<file path="src/source/part_buf_pkg.sv">
////////////////////////////////////////////////////////////////////////////
// Buffered OTP partition definitions
// Partition geometry, OTP macro bus structs, error codes and the
// direct access lock struct shared by all partition blocks
////////////////////////////////////////////////////////////////////////////

package part_buf_pkg;

  ////////////////////////////////////////////////////////////////////////////
  // Partition geometry
  ////////////////////////////////////////////////////////////////////////////

  // One block is one raw 64-bit OTP read
  localparam int unsigned BlockWidth = 64;
  // Last block holds the digest
  localparam int unsigned NumBlocks  = 4;
  localparam int unsigned CntWidth   = 2;
  localparam int unsigned PartBytes  = 32;

  // OTP addressing
  localparam int unsigned ByteAddrWidth = 11;
  localparam int unsigned OtpAddrWidth  = 10;
  // Byte to halfword address
  localparam int unsigned OtpAddrShift  = 1;
  localparam logic [ByteAddrWidth-1:0] PartOffset = 11'h040;

  // Value of the data output while the partition is locked
  localparam logic [PartBytes*8-1:0] DataDefault = '0;

  ////////////////////////////////////////////////////////////////////////////
  // Types
  ////////////////////////////////////////////////////////////////////////////

  // Error codes as reported by the OTP macro and the partition
  typedef enum logic [2:0] {
    NoError             = 3'h0,
    MacroError          = 3'h1,
    MacroEccCorrError   = 3'h2,
    MacroEccUncorrError = 3'h3,
    CheckFailError      = 3'h4,
    FsmStateError       = 3'h5
  } otp_err_e;

  // Read request towards the OTP macro
  typedef struct packed {
    logic                    req;
    logic [OtpAddrWidth-1:0] addr;
  } otp_req_t;

  // Grant and read response from the OTP macro
  typedef struct packed {
    logic                  gnt;
    logic                  rvalid;
    logic [BlockWidth-1:0] rdata;
    otp_err_e              err;
  } otp_rsp_t;

  // Direct access locks, high means locked
  typedef struct packed {
    logic read_lock;
    logic write_lock;
  } part_access_t;

endpackage

</file>
<file path="src/source/part_access_ctrl.sv">
////////////////////////////////////////////////////////////////////////////
// Direct access lock aggregation
// Combines the partition lock, CSR locks and digest state into
// registered read and write locks
////////////////////////////////////////////////////////////////////////////

`timescale 1ns/1ps

module part_access_ctrl
  import part_buf_pkg::*;
(
  input  logic                  clk_i,
  input  logic                  rst_ni,
  input  logic                  locked_i,
  input  part_access_t          access_i,
  input  logic [BlockWidth-1:0] digest_i,
  output part_access_t          access_o
);

  part_access_t access_d;
  part_access_t access_q;

  always_comb begin
    // Uninitialized or failed partition is fully locked
    access_d.read_lock  = locked_i | access_i.read_lock;
    // A written digest makes the partition read only
    access_d.write_lock = locked_i | access_i.write_lock | (digest_i != '0);
  end

  // Locked out of reset
  always_ff @(posedge clk_i or negedge rst_ni) begin
    if (!rst_ni) begin
      access_q <= '{read_lock: 1'b1, write_lock: 1'b1};
    end else begin
      access_q <= access_d;
    end
  end

  assign access_o = access_q;

  locked_blocks_access_a: assert property (@(posedge clk_i) disable iff (!rst_ni)
    locked_i |=> access_o.read_lock && access_o.write_lock);

endmodule

</file>
<file path="src/source/part_addr_gen.sv">
////////////////////////////////////////////////////////////////////////////
// Block counter and OTP address generation
// Up counter with an inverted shadow copy for fault detection
////////////////////////////////////////////////////////////////////////////

`timescale 1ns/1ps

module part_addr_gen
  import part_buf_pkg::*;
(
  input  logic                clk_i,
  input  logic                rst_ni,
  input  logic                cnt_clr_i,
  input  logic                cnt_en_i,
  input  logic                req_i,
  output otp_req_t            otp_req_o,
  output logic [CntWidth-1:0] cnt_o,
  output logic                cnt_last_o,
  output logic                cnt_err_o
);

  logic [CntWidth-1:0]      cnt_q;
  logic [CntWidth-1:0]      cnt_n_q;
  logic [ByteAddrWidth-1:0] byte_addr;

  // Shadow counts down from all ones
  always_ff @(posedge clk_i or negedge rst_ni) begin
    if (!rst_ni) begin
      cnt_q   <= '0;
      cnt_n_q <= '1;
    end else if (cnt_clr_i) begin
      cnt_q   <= '0;
      cnt_n_q <= '1;
    end else if (cnt_en_i) begin
      cnt_q   <= cnt_q + 1'b1;
      cnt_n_q <= cnt_n_q - 1'b1;
    end
  end

  // Copies must stay complementary
  assign cnt_err_o  = (cnt_q != ~cnt_n_q);
  assign cnt_o      = cnt_q;
  assign cnt_last_o = (cnt_q == CntWidth'(NumBlocks - 1));

  // 8 bytes per block, OTP takes halfword addresses
  assign byte_addr      = PartOffset + (ByteAddrWidth'(cnt_q) << $clog2(BlockWidth / 8));
  assign otp_req_o.req  = req_i;
  assign otp_req_o.addr = byte_addr[ByteAddrWidth-1:OtpAddrShift];

  // FSM never steps past the digest block
  cnt_in_range_a: assert property (@(posedge clk_i) disable iff (!rst_ni)
    cnt_en_i |-> !cnt_last_o);

endmodule

</file>
<file path="src/source/part_buf_top.sv">
////////////////////////////////////////////////////////////////////////////
// Buffered read-only OTP partition
// Connects the control FSM, address generator, block buffer and
// access lock logic
////////////////////////////////////////////////////////////////////////////

`timescale 1ns/1ps

module part_buf_top
  import part_buf_pkg::*;
(
  input  logic                   clk_i,
  input  logic                   rst_ni,
  // Control
  input  logic                   init_req_i,
  output logic                   init_done_o,
  input  logic                   cnsty_chk_req_i,
  output logic                   cnsty_chk_ack_o,
  input  logic                   escalate_en_i,
  // Status
  output otp_err_e               error_o,
  output logic                   fsm_err_o,
  // Locks
  input  part_access_t           access_i,
  output part_access_t           access_o,
  // Buffered contents
  output logic [PartBytes*8-1:0] data_o,
  output logic [BlockWidth-1:0]  digest_o,
  // OTP macro
  output otp_req_t               otp_req_o,
  input  otp_rsp_t               otp_rsp_i
);

  logic                  otp_req;
  logic                  cnt_clr;
  logic                  cnt_en;
  logic [CntWidth-1:0]   cnt;
  logic                  cnt_last;
  logic                  cnt_err;
  logic                  buf_wr_en;
  logic                  locked;
  logic [BlockWidth-1:0] blk_rdata;

  part_fsm part_fsm_inst (
    .clk_i           (clk_i),
    .rst_ni          (rst_ni),
    .init_req_i      (init_req_i),
    .cnsty_chk_req_i (cnsty_chk_req_i),
    .escalate_en_i   (escalate_en_i),
    .otp_rsp_i       (otp_rsp_i),
    .blk_rdata_i     (blk_rdata),
    .cnt_last_i      (cnt_last),
    .cnt_err_i       (cnt_err),
    .otp_req_o       (otp_req),
    .cnt_clr_o       (cnt_clr),
    .cnt_en_o        (cnt_en),
    .buf_wr_en_o     (buf_wr_en),
    .locked_o        (locked),
    .init_done_o     (init_done_o),
    .cnsty_chk_ack_o (cnsty_chk_ack_o),
    .error_o         (error_o),
    .fsm_err_o       (fsm_err_o)
  );

  part_addr_gen part_addr_gen_inst (
    .clk_i      (clk_i),
    .rst_ni     (rst_ni),
    .cnt_clr_i  (cnt_clr),
    .cnt_en_i   (cnt_en),
    .req_i      (otp_req),
    .otp_req_o  (otp_req_o),
    .cnt_o      (cnt),
    .cnt_last_o (cnt_last),
    .cnt_err_o  (cnt_err)
  );

  // Raw OTP read data goes straight into the buffer
  part_buffer part_buffer_inst (
    .clk_i    (clk_i),
    .rst_ni   (rst_ni),
    .wr_en_i  (buf_wr_en),
    .addr_i   (cnt),
    .wdata_i  (otp_rsp_i.rdata),
    .locked_i (locked),
    .rdata_o  (blk_rdata),
    .data_o   (data_o),
    .digest_o (digest_o)
  );

  part_access_ctrl part_access_ctrl_inst (
    .clk_i    (clk_i),
    .rst_ni   (rst_ni),
    .locked_i (locked),
    .access_i (access_i),
    .digest_i (digest_o),
    .access_o (access_o)
  );

endmodule

</file>
<file path="src/source/part_buffer.sv">
////////////////////////////////////////////////////////////////////////////
// Partition block buffer
// Holds the partition contents, gates the data output while locked
// and exposes the digest block
////////////////////////////////////////////////////////////////////////////

`timescale 1ns/1ps

module part_buffer
  import part_buf_pkg::*;
(
  input  logic                   clk_i,
  input  logic                   rst_ni,
  input  logic                   wr_en_i,
  input  logic [CntWidth-1:0]    addr_i,
  input  logic [BlockWidth-1:0]  wdata_i,
  input  logic                   locked_i,
  output logic [BlockWidth-1:0]  rdata_o,
  output logic [PartBytes*8-1:0] data_o,
  output logic [BlockWidth-1:0]  digest_o
);

  // Block 0 in the low bits
  logic [NumBlocks-1:0][BlockWidth-1:0] blk_q;

  // Cleared so the digest reads blank until init
  always_ff @(posedge clk_i or negedge rst_ni) begin
    if (!rst_ni) begin
      blk_q <= '0;
    end else if (wr_en_i) begin
      blk_q[addr_i] <= wdata_i;
    end
  end

  // Buffered block for the consistency compare
  assign rdata_o = blk_q[addr_i];

  // Hide contents while locked
  assign data_o = locked_i ? DataDefault : blk_q;

  // Digest is never gated
  assign digest_o = blk_q[NumBlocks-1];

endmodule

</file>
<file path="src/source/part_fsm.sv">
////////////////////////////////////////////////////////////////////////////
// Partition control FSM
// Reads the partition into the buffer on init, re-reads and compares
// it on consistency requests, and latches errors into a terminal state
////////////////////////////////////////////////////////////////////////////

`timescale 1ns/1ps

module part_fsm
  import part_buf_pkg::*;
(
  input  logic                  clk_i,
  input  logic                  rst_ni,
  input  logic                  init_req_i,
  input  logic                  cnsty_chk_req_i,
  input  logic                  escalate_en_i,
  input  otp_rsp_t              otp_rsp_i,
  input  logic [BlockWidth-1:0] blk_rdata_i,
  input  logic                  cnt_last_i,
  input  logic                  cnt_err_i,
  output logic                  otp_req_o,
  output logic                  cnt_clr_o,
  output logic                  cnt_en_o,
  output logic                  buf_wr_en_o,
  output logic                  locked_o,
  output logic                  init_done_o,
  output logic                  cnsty_chk_ack_o,
  output otp_err_e              error_o,
  output logic                  fsm_err_o
);

  // Seven states, the eighth code is illegal
  typedef enum logic [2:0] {
    ResetSt         = 3'h0,
    InitSt          = 3'h1,
    InitWaitSt      = 3'h2,
    IdleSt          = 3'h3,
    CnstyReadSt     = 3'h4,
    CnstyReadWaitSt = 3'h5,
    ErrorSt         = 3'h6
  } state_e;

  state_e   state_d, state_q;
  otp_err_e error_d, error_q;
  logic     locked_d, locked_q;
  logic     rsp_ok;

  // Correctable ECC errors let the operation go on
  assign rsp_ok = otp_rsp_i.err inside {NoError, MacroEccCorrError};

  ////////////////////////////////////////////////////////////////////////////
  // Next state logic
  ////////////////////////////////////////////////////////////////////////////

  always_comb begin
    state_d         = state_q;
    error_d         = error_q;
    locked_d        = locked_q;
    otp_req_o       = 1'b0;
    cnt_clr_o       = 1'b0;
    cnt_en_o        = 1'b0;
    buf_wr_en_o     = 1'b0;
    cnsty_chk_ack_o = 1'b0;
    fsm_err_o       = 1'b0;

    unique case (state_q)
      // Wait for the init pulse
      ResetSt: begin
        if (init_req_i) begin
          state_d   = InitSt;
          cnt_clr_o = 1'b1;
        end
      end
      // Hold the read request until granted
      InitSt: begin
        otp_req_o = 1'b1;
        if (otp_rsp_i.gnt) begin
          state_d = InitWaitSt;
        end
      end
      // Store the returned block, then next block or idle
      InitWaitSt: begin
        if (otp_rsp_i.rvalid) begin
          if (rsp_ok) begin
            buf_wr_en_o = 1'b1;
            if (otp_rsp_i.err != NoError) begin
              error_d = MacroEccCorrError;
            end
            if (cnt_last_i) begin
              // Digest read, release the buffer
              state_d  = IdleSt;
              locked_d = 1'b0;
            end else begin
              state_d  = InitSt;
              cnt_en_o = 1'b1;
            end
          end else begin
            state_d = ErrorSt;
            error_d = otp_rsp_i.err;
          end
        end
      end
      // Wait for consistency requests
      IdleSt: begin
        if (cnsty_chk_req_i) begin
          state_d   = CnstyReadSt;
          cnt_clr_o = 1'b1;
        end
      end
      CnstyReadSt: begin
        otp_req_o = 1'b1;
        if (otp_rsp_i.gnt) begin
          state_d = CnstyReadWaitSt;
        end
      end
      // Compare the OTP block against the buffered copy
      CnstyReadWaitSt: begin
        if (otp_rsp_i.rvalid) begin
          if (!rsp_ok) begin
            state_d         = ErrorSt;
            error_d         = otp_rsp_i.err;
            cnsty_chk_ack_o = 1'b1;
          end else if (otp_rsp_i.rdata != blk_rdata_i) begin
            state_d         = ErrorSt;
            error_d         = CheckFailError;
            cnsty_chk_ack_o = 1'b1;
          end else begin
            if (otp_rsp_i.err != NoError) begin
              error_d = MacroEccCorrError;
            end
            if (cnt_last_i) begin
              state_d         = IdleSt;
              cnsty_chk_ack_o = 1'b1;
            end else begin
              state_d  = CnstyReadSt;
              cnt_en_o = 1'b1;
            end
          end
        end
      end
      // Terminal state, checks are acked right away
      ErrorSt: begin
        if (error_q == NoError) begin
          error_d = FsmStateError;
        end
        cnsty_chk_ack_o = cnsty_chk_req_i;
      end
      // Illegal encoding
      default: begin
        state_d   = ErrorSt;
        fsm_err_o = 1'b1;
      end
    endcase

    // Escalation and counter faults override everything
    if (escalate_en_i || cnt_err_i) begin
      state_d   = ErrorSt;
      fsm_err_o = 1'b1;
      if (state_q != ErrorSt) begin
        error_d = FsmStateError;
      end
    end

    // Every way into the error state locks the partition
    if (state_d == ErrorSt) begin
      locked_d = 1'b1;
    end
  end

  ////////////////////////////////////////////////////////////////////////////
  // Registers
  ////////////////////////////////////////////////////////////////////////////

  always_ff @(posedge clk_i or negedge rst_ni) begin
    if (!rst_ni) begin
      state_q  <= ResetSt;
      error_q  <= NoError;
      locked_q <= 1'b1;
    end else begin
      state_q  <= state_d;
      error_q  <= error_d;
      locked_q <= locked_d;
    end
  end

  assign error_o     = error_q;
  assign locked_o    = locked_q;
  // Unlocked only after a clean init
  assign init_done_o = ~locked_q;

  // Escalation lands in the locked terminal state one cycle later
  esc_to_error_a: assert property (@(posedge clk_i) disable iff (!rst_ni)
    escalate_en_i |=> (state_q == ErrorSt) && locked_o);

endmodule

</file>
<file path="config.mk">
export PLATFORM = sky130hd
export DESIGN_NAME = part_buf_top
export DESIGN_NICKNAME = d
export VERILOG_FILES = /design/src/source/part_buf_pkg.sv /design/src/source/part_access_ctrl.sv /design/src/source/part_addr_gen.sv /design/src/source/part_buf_top.sv /design/src/source/part_buffer.sv /design/src/source/part_fsm.sv
export SDC_FILE = /design/constraint.sdc
export NUM_CORES = 1
export LEC_CHECK = 0
export ABC_AREA = 1
export BUFFER_PORTS_ARGS = -buffer_cell sky130_fd_sc_hd__buf_2
export CAP_MARGIN = 10
export CORE_MARGIN = 4
export CORE_UTILIZATION = 50
export DETAILED_ROUTE_END_ITERATION = 10
export PLACE_DENSITY = 0.78
export SYNTH_ARGS = -nofsm -noshare
export SYNTH_HDL_FRONTEND = slang
export SYNTH_HIERARCHICAL = 1
export SYNTH_SLANG_ARGS = --single-unit
</file>
<file path="constraint.sdc">
create_clock -name clk_i -period 2.8 [get_ports clk_i]
set_input_delay 0.56 -clock clk_i [delete_from_list [all_inputs] [get_ports clk_i]]
set_output_delay 0.56 -clock clk_i [all_outputs]
set_load 0.02 [all_outputs]
</file>
==> results.txt, run 1 <==
Global route overflow = 0
Final wirelength = 57900 um
Root Buffer = clkbuf_16
CTS tree = yes
Synth warn = 6
Max-Slew Margin vs Limit = 33.0%
Clock power share = 45.0%
Initial DRC count = 1670
CP Max Fanout = 11
Synth Instances = 2824
Slowest-stage cell, CP = dfrtp_4
Vias in the first global route = 17700
# IOs = 415
Critical path capture point type = primary output
CP delay by family, top = simple AND/OR/NAND/NOR gates
Area of the core = 34700 um2
Layout cells sized above 1 = 18.7%
PD cells = 418 nW/um2
Dominant synthesized flop cell = dfrtp_1
Most common cell type on the critical path = nand2_1
CTS Buf Count = 30
NetSw = 2.29 mW
Largest net degree at the start of global routing = 87
Mapped Area = 17700 um2
Buf/Inv on CP = 4
Period utilization = 126%
Final TNS setup = -855 ps
Vias = 18600
GRT Overall Usage = 28.7%
Final Max Slew Viols = 0
MaxCap Viol Count = 0
Syn Area/Cell = 6.25 um2
Pre-antenna DRT Iters = 5
Violated checks = negative setup slack
Worst Path Required = 2240 ps
Final setup margin = -733 ps
Nets = 3222
Startpoint types = flop
Longest Clk Path Bufs = 3
P_leak = 12.1 nW
RSZ-0062 raised after global routing = yes
DIE AREA = 38400 um2
Global-route wire length before repair = 91800 um
RePlAce Congestion = 0.973
Final setup vio count = 4
# port buffers = 406
Delay of the slowest cell on the worst path = 490 ps
Initial antenna violation count = 2
Cell depth of the worst setup path = 17
#FFs+latches synth = 269
Post-Place Worst Slack = -219 ps
Rows = 68
Cell breakdown of the critical path = clkinv_8 -> buf_12 -> buf_4 -> nand2_1 -> nand2_1 -> nand2_1 -> nand2_1 -> xor2_1 -> nor2_1 -> nand2_1 -> nor2_1 -> nand2_2 -> nor2_4 -> nand2_2 -> o21ai_2 -> o21ai_1 -> buf_2
Peak supply drop = 0.000452 V
Final ANT Viol Nets = 0
Unique masters post-synth = 38
Comb power frac = 9.7%
Dpl cells = 3560
Reg2reg start = part_addr_gen_inst/cnt_o[0]$_DFFE_PN0P_
Clk sinks = 269
FF-to-FF End = part_addr_gen_inst/cnt_o[1]$_DFFE_PN0P_
Period minus WS final = 3530 ps
Final hold violations = 0
Worst Setup EP = cnsty_chk_ack_o
Crit. Startpoint = part_addr_gen_inst/cnt_o[0]$_DFFE_PN0P_
DP Wirelength = 40400 um
Fill cells = 3280
Die Y = 196 um
Clock Skews = 14.5 ps
Sw frac = 26.2%
Clock transition at the registers of the reported paths = 60 ps
Register area share after synthesis = 38.2%
DRC = 0
Synth async-reset ratio = 100%
WS Path Type = flop to primary output
Measured slew at the worst slew-check pin = 1010 ps
Skew-Pair Late Insertion Delay = 560 ps
R2r worst-path depth = 20
Area growth from synthesis to layout = 18.4%
Fin cells = 3625
Via/cell ratio = 5.14
Post-DR wirelength/cell = 16.0 um
H-Tree Depth = 1
Reg2reg setup slack = -50 ps
CP arrival = 2970 ps
HP Class = primary input to flop
Cell Int Power = 6.46 mW
Die W = 196 um
Outcome = finished, violations left
EDFF count, synth = 0
Initial Util = 50.9%
Register share of total power = 45.3%
Maximum clock rate = 283 MHz
cell usage in the layout, fill, tap and decap left out, types with 5 or more instances in the layout:
cell,n
buf_12,23
buf_2,405
buf_4,66
clkbuf_16,33
clkinv_2,12
conb_1,8
dfrtp_1,262
inv_1,418
nand2_1,1185
nand2_2,5
nand3_1,199
nand4_1,5
nor2_1,382
nor2_2,8
nor3_1,6
o21ai_0,8
o21ai_1,65
xor2_1,20
power groups by stage:
stage	Combinational [mW]	Sequential, mW	Clock (mW)
global placement	0.791	4.03	0
floorplan	0.436	4.03	0
global route	0.930	3.97	4.14
finish	0.852	3.96	3.93
CTS	0.815	3.96	3.99
detailed placement	0.809	4.03	0
logic make-up (layout without fill, tap and decap cells):
kind of cell | Yosys count | after routing | synth area share (%)
adder cells (fa/ha/maj) | 1 | 1 | 0.0708
other | 2 | 11 | 0.0425
buffers and inverters | 641 | 978 | 17.7
AND/OR/NAND/NOR | 1806 | 1806 | 40.5
flip-flops | 269 | 269 | 38.2
AO/OA/AOI/OAI | 85 | 85 | 2.56
XOR/XNOR | 20 | 20 | 0.992
cell type report:
| class | count | area, um2 | area share (%) |
|---|---|---|---|
| clock inverters | 17 | 144 | 0.688 |
| multi-input cells | 1920 | 7890 | 37.7 |
| flip-flops and latches | 269 | 6750 | 32.3 |
| diodes | 3 | 7.51 | 0.0359 |
| well taps | 455 | 569 | 2.72 |
| repair buffers | 503 | 3130 | 15.0 |
| clock buffers | 37 | 828 | 3.96 |
| inverters | 421 | 1590 | 7.62 |
synthesized netlist by cell type, types with 3 or more instances:
cell / number / area [um2]
a211oi_1: 4 / 30.0
o21ai_0: 9 / 45.0
buf_6: 33 / 372
buf_4: 94 / 706
inv_1: 418 / 1570
buf_2: 85 / 425
nor2_1: 389 / 1460
nand4_1: 5 / 31.3
o21ai_1: 64 / 320
xor2_1: 20 / 175
nor2_4: 3 / 33.8
clkbuf_1: 4 / 15.0
buf_1: 4 / 15.0
dfrtp_1: 264 / 6610
nand2_1: 1188 / 4460
dfstp_2: 5 / 131
nor3_1: 6 / 30.0
nand3_1: 199 / 996
nand2_2: 3 / 18.8
stage by stage:
stage / instance area, um2 / hold WS [ps] / util (%) / power (mW)
4_1_cts: 20800 / 207 / 59.8 / 8.77
5_1_grt: 20900 / 208 / 60.2 / 9.04
6_report: 20900 / 222 / 60.2 / 8.75
2_1_floorplan: 17700 / 264 / - / 4.47
3_5_place_dp: 19800 / 484 / 56.9 / 4.84
3_3_place_gp: 19800 / 480 / 56.9 / 4.82
state kept, by name (all words and copies together), names as in the netlist:
name,flops
part_buffer_inst/digest_o,64
part_addr_gen_inst/cnt_o,2
part_addr_gen_inst/cnt_n_q,2
part_buffer_inst/blk_q,192
part_access_ctrl_inst/access_o,2
part_fsm_inst/error_o,3
part_fsm_inst/state_q,3
part_fsm_inst/locked_o,1
routing by layer:
metal / track usage (%) / routed length, um / vias to the layer above
li1: - / - / 8878
met1: 39.2 / 23400 / 8584
met2: 47.0 / 27200 / 1037
met3: 4.31 / 5600 / 120
met4: 9.85 / 1740 / 0
met5: 0 / 0 / -
worst min-delay path by stage:
stage	slack (ps)	cells past startpoint	endpoint	startpoint
2_1_floorplan	260	0	part_addr_gen_inst/cnt_o[0]$_DFFE_PN0P_	rst_ni
3_3_place_gp	480	2	part_addr_gen_inst/cnt_n_q[1]$_DFFE_PN1P_	part_addr_gen_inst/cnt_n_q[1]$_DFFE_PN1P_
3_5_place_dp	480	2	part_addr_gen_inst/cnt_n_q[1]$_DFFE_PN1P_	part_addr_gen_inst/cnt_n_q[1]$_DFFE_PN1P_
4_1_cts	210	2	part_access_ctrl_inst/access_o[1]$_DFF_PN1_	access_i[1]
5_1_grt	210	2	part_access_ctrl_inst/access_o[1]$_DFF_PN1_	access_i[1]
6_report	220	2	part_access_ctrl_inst/access_o[1]$_DFF_PN1_	access_i[1]
timing repair:
action                                 CTS  global route
setup endpoints to repair                5             7
cloned                                   0             2
buffers inserted                         0             5
resized for setup                        8            12
hold buffers                             1             0
pin swaps                                2             4
endpoints found under the hold margin    7             0
Note: power is estimated with default switching activity, not from simulation.
==> run 2, diff against run 1 <==
- CORE_UTILIZATION: 50 -> 55
- PLACE_DENSITY: 0.78 -> 0.86
- clock period: 2.8 -> 3.4 ns (I/O delays scaled with it)
==> run 2 against run 1 <==
  * The run still ends with negative setup slack left
  * Count of clock-buffer cells in the layout increased by 2
  * Sequential share of layout area increased by 0.55 points
  * Die area decreased by 8.7%
  * Critical endpoint unchanged
  * Largest cell class unchanged
  * Highest routed layer is now met5
==> results.txt, run 2 (same netlist as run 1, synthesis figures left out) <==
RePlAce Congestion = 0.947 (-2.7%)
Number of flip-flops under the largest register name = 192 (unchanged)
R2r worst-path depth = 21 (+5.0%)
Final TNS setup = -326 ps (+529 ps)
Rows = 65 (-4.4%)
Initial Util = 55.8% (+4.9 points)
RSZ-0062 raised after global routing = yes
Dpl cells = 3454 (-3.0%)
P_leak = 11.9 nW (-1.6%)
Layout cells sized above 1 = 17.5% (-1.2 points)
Final wirelength = 58100 um (+0.30%)
# IOs = 415 (unchanged)
Initial DRC count = 2202 (+32%)
Startpoint types = flop
Biggest register = part_buffer_inst/blk_q
Maximum clock rate = 268 MHz
Final hold violations = 0 (unchanged)
CP arrival = 3050 ps (+80 ps)
Global route overflow = 0 (unchanged)
Max-Slew Margin vs Limit = 24.1% (-8.9 points)
Commonest non-fill, non-tap cell in the layout = nand2_1
Final Max Slew Viols = 0 (unchanged)
Combined area of the multi-input logic cells = 7900 um2 (+0.11%)
Largest net degree at the start of global routing = 159 (+83%)
H-Tree Depth = 1 (unchanged)
CP Max Fanout = 22 (+11)
Post-DR wirelength/cell = 16.5 um (+3.3%)
Period minus WS final = 3730 ps
Worst Setup EP = cnsty_chk_ack_o
Die Y = 187 um (-4.5%)
HP Class = primary input to asynchronous set/reset pin
CTS Buf Count = 29 (-3.3%)
Clock transition at the registers of the reported paths = 60 ps (about the same)
# port buffers = 406 (unchanged)
Pre-antenna DRT Iters = 8 (+3)
Via/cell ratio = 5.37 (+4.6%)
Final setup vio count = 1 (-3)
Initial antenna violation count = 6 (+4)
Area of the core = 31600 um2 (-8.9%)
Global-route wire length before repair = 91200 um (-0.67%)
Reg2reg start = part_addr_gen_inst/cnt_o[0]$_DFFE_PN0P_
Crit. Startpoint = part_addr_gen_inst/cnt_o[0]$_DFFE_PN0P_
Clk sinks = 269 (unchanged)
Fill cells = 2757 (-16%)
FF-to-FF End = part_addr_gen_inst/cnt_o[1]$_DFFE_PN0P_
Fin cells = 3521 (-2.9%)
Critical path capture point type = primary output
Violated checks = negative setup slack
Reg2reg setup slack = 390 ps (+440 ps)
Longest Clk Path Bufs = 3 (unchanged)
DIE AREA = 35000 um2 (-8.7%)
WS Path Type = flop to primary output
Vias in the first global route = 17600 (-0.11%)
Vias = 18900 (+1.6%)
Nets = 3179 (-1.3%)
MaxCap Viol Count = 0 (unchanged)
Skew-Pair Late Insertion Delay = 550 ps (about the same)
Peak supply drop = 0.000473 V (+4.6%)
Period utilization = 110%
FF+latch area = 6750 um2 (unchanged)
GRT Overall Usage = 31.1% (+2.4 points)
Most frequent cells in the layout = nand2_1, inv_1, buf_2, nor2_1, dfrtp_1
PD cells = 343 nW/um2 (-18%)
Worst Path Required = 2720 ps (+480 ps)
Outcome = finished, violations left
CTS tree = yes
Root Buffer = clkbuf_16
Final setup margin = -326 ps (+407 ps)
Final ANT Viol Nets = 0 (unchanged)
Area growth from synthesis to layout = 16.4%
DP Wirelength = 37000 um (-8.4%)
Hold Buf Count CTS = 0 (-1)
Clock Skews = 15.8 ps (+1.27 ps)
Measured slew at the worst slew-check pin = 1140 ps (+133 ps)
DRC = 0 (unchanged)
Die W = 187 um (-4.5%)
-- run 2: cell types whose count changed in the layout (fill, tap and decap cells not counted), sizes merged --
cell,delta
clkbuf,+2
inv,+1
clkinvlp,-2
diode,-2
dlygate4sd3,-1
clkinv,-7
bufbuf,+3
buf,-45
-- run 2: worst min-delay path by stage --
stage,end,slack (ps)
final,part_buffer_inst/blk_q[119]$_DFFE_PN0P_,170
after global routing,part_buffer_inst/digest_o[53]$_DFFE_PN0P_,230
after CTS,part_buffer_inst/digest_o[53]$_DFFE_PN0P_,190
after detailed placement,part_buffer_inst/blk_q[13]$_DFFE_PN0P_,480
after global placement,part_addr_gen_inst/cnt_n_q[1]$_DFFE_PN1P_,480
after floorplan,part_addr_gen_inst/cnt_o[0]$_DFFE_PN0P_,380
-- run 2: what timing repair did --
action                     in CTS  in global routing
pin swaps                      13                 15
setup endpoints to repair       1                  1
resized for setup              15                 17
setup buffers                   8                  4
cloned                          6                  2
-- run 2: per-layer routing --
| layer | up-vias | track usage (%) | part of all wire, % |
|---|---|---|---|
| li1 | 8778 | - | - |
| met1 | 8612 | 41.6 | 39 |
| met2 | 1299 | 50.7 | 46 |
| met3 | 213 | 4.95 | 10 |
| met4 | 10 | 13.2 | 4.4 |
| met5 | - | 0 | 0.077 |
-- run 2: report_power, final --
group	switching, mW	leakage, nW	internal [mW]	total [mW]
Combinational	0.497	7.71	0.221	0.717
Sequential	0.0307	3.71	3.23	3.26
Clock	1.29	0.445	1.78	3.08
-- run 2: area by class of cell --
| cell class | count | area share [%] |
|---|---|---|
| flip-flops and latches | 269 | 32.8 |
| multi-input cells | 1920 | 38.4 |
| diodes | 1 | 0.0122 |
| repair inverters | 1 | 0.0426 |
| well taps | 402 | 2.45 |
| inverters | 421 | 7.81 |
| clock inverters | 8 | 0.456 |
| repair buffers | 460 | 14.1 |
| clock buffers | 39 | 3.91 |
-- run 2: per-stage QoR --
step	setup slack [ps]	hold WS, ps	area (um2)	utilization (%)	power (mW)
2_1_floorplan	525	384	17700	-	3.68
3_3_place_gp	112	479	19200	60.7	3.93
3_5_place_dp	53.1	482	19200	60.7	3.94
4_1_cts	-315	194	20400	64.4	7.04
5_1_grt	-486	230	20600	65.0	7.28
6_report	-326	169	20600	65.0	7.06
-- run 2: critical path, cell delays in order (launching register included) --
cell and delay, ps:
dfrtp_4 520, buf_12 150, clkinv_16 100, buf_16 150, nand2_1 50, nand2_1 50
nand2_1 50, nand2_1 110, inv_1 60, nand2_1 60, nand2_1 50, nor2_1 140
nand2_1 100, nor2_1 150, nand2_2 110, nor2_4 170, nand2_2 80, o21ai_2 160
o21ai_2 90, buf_6 140
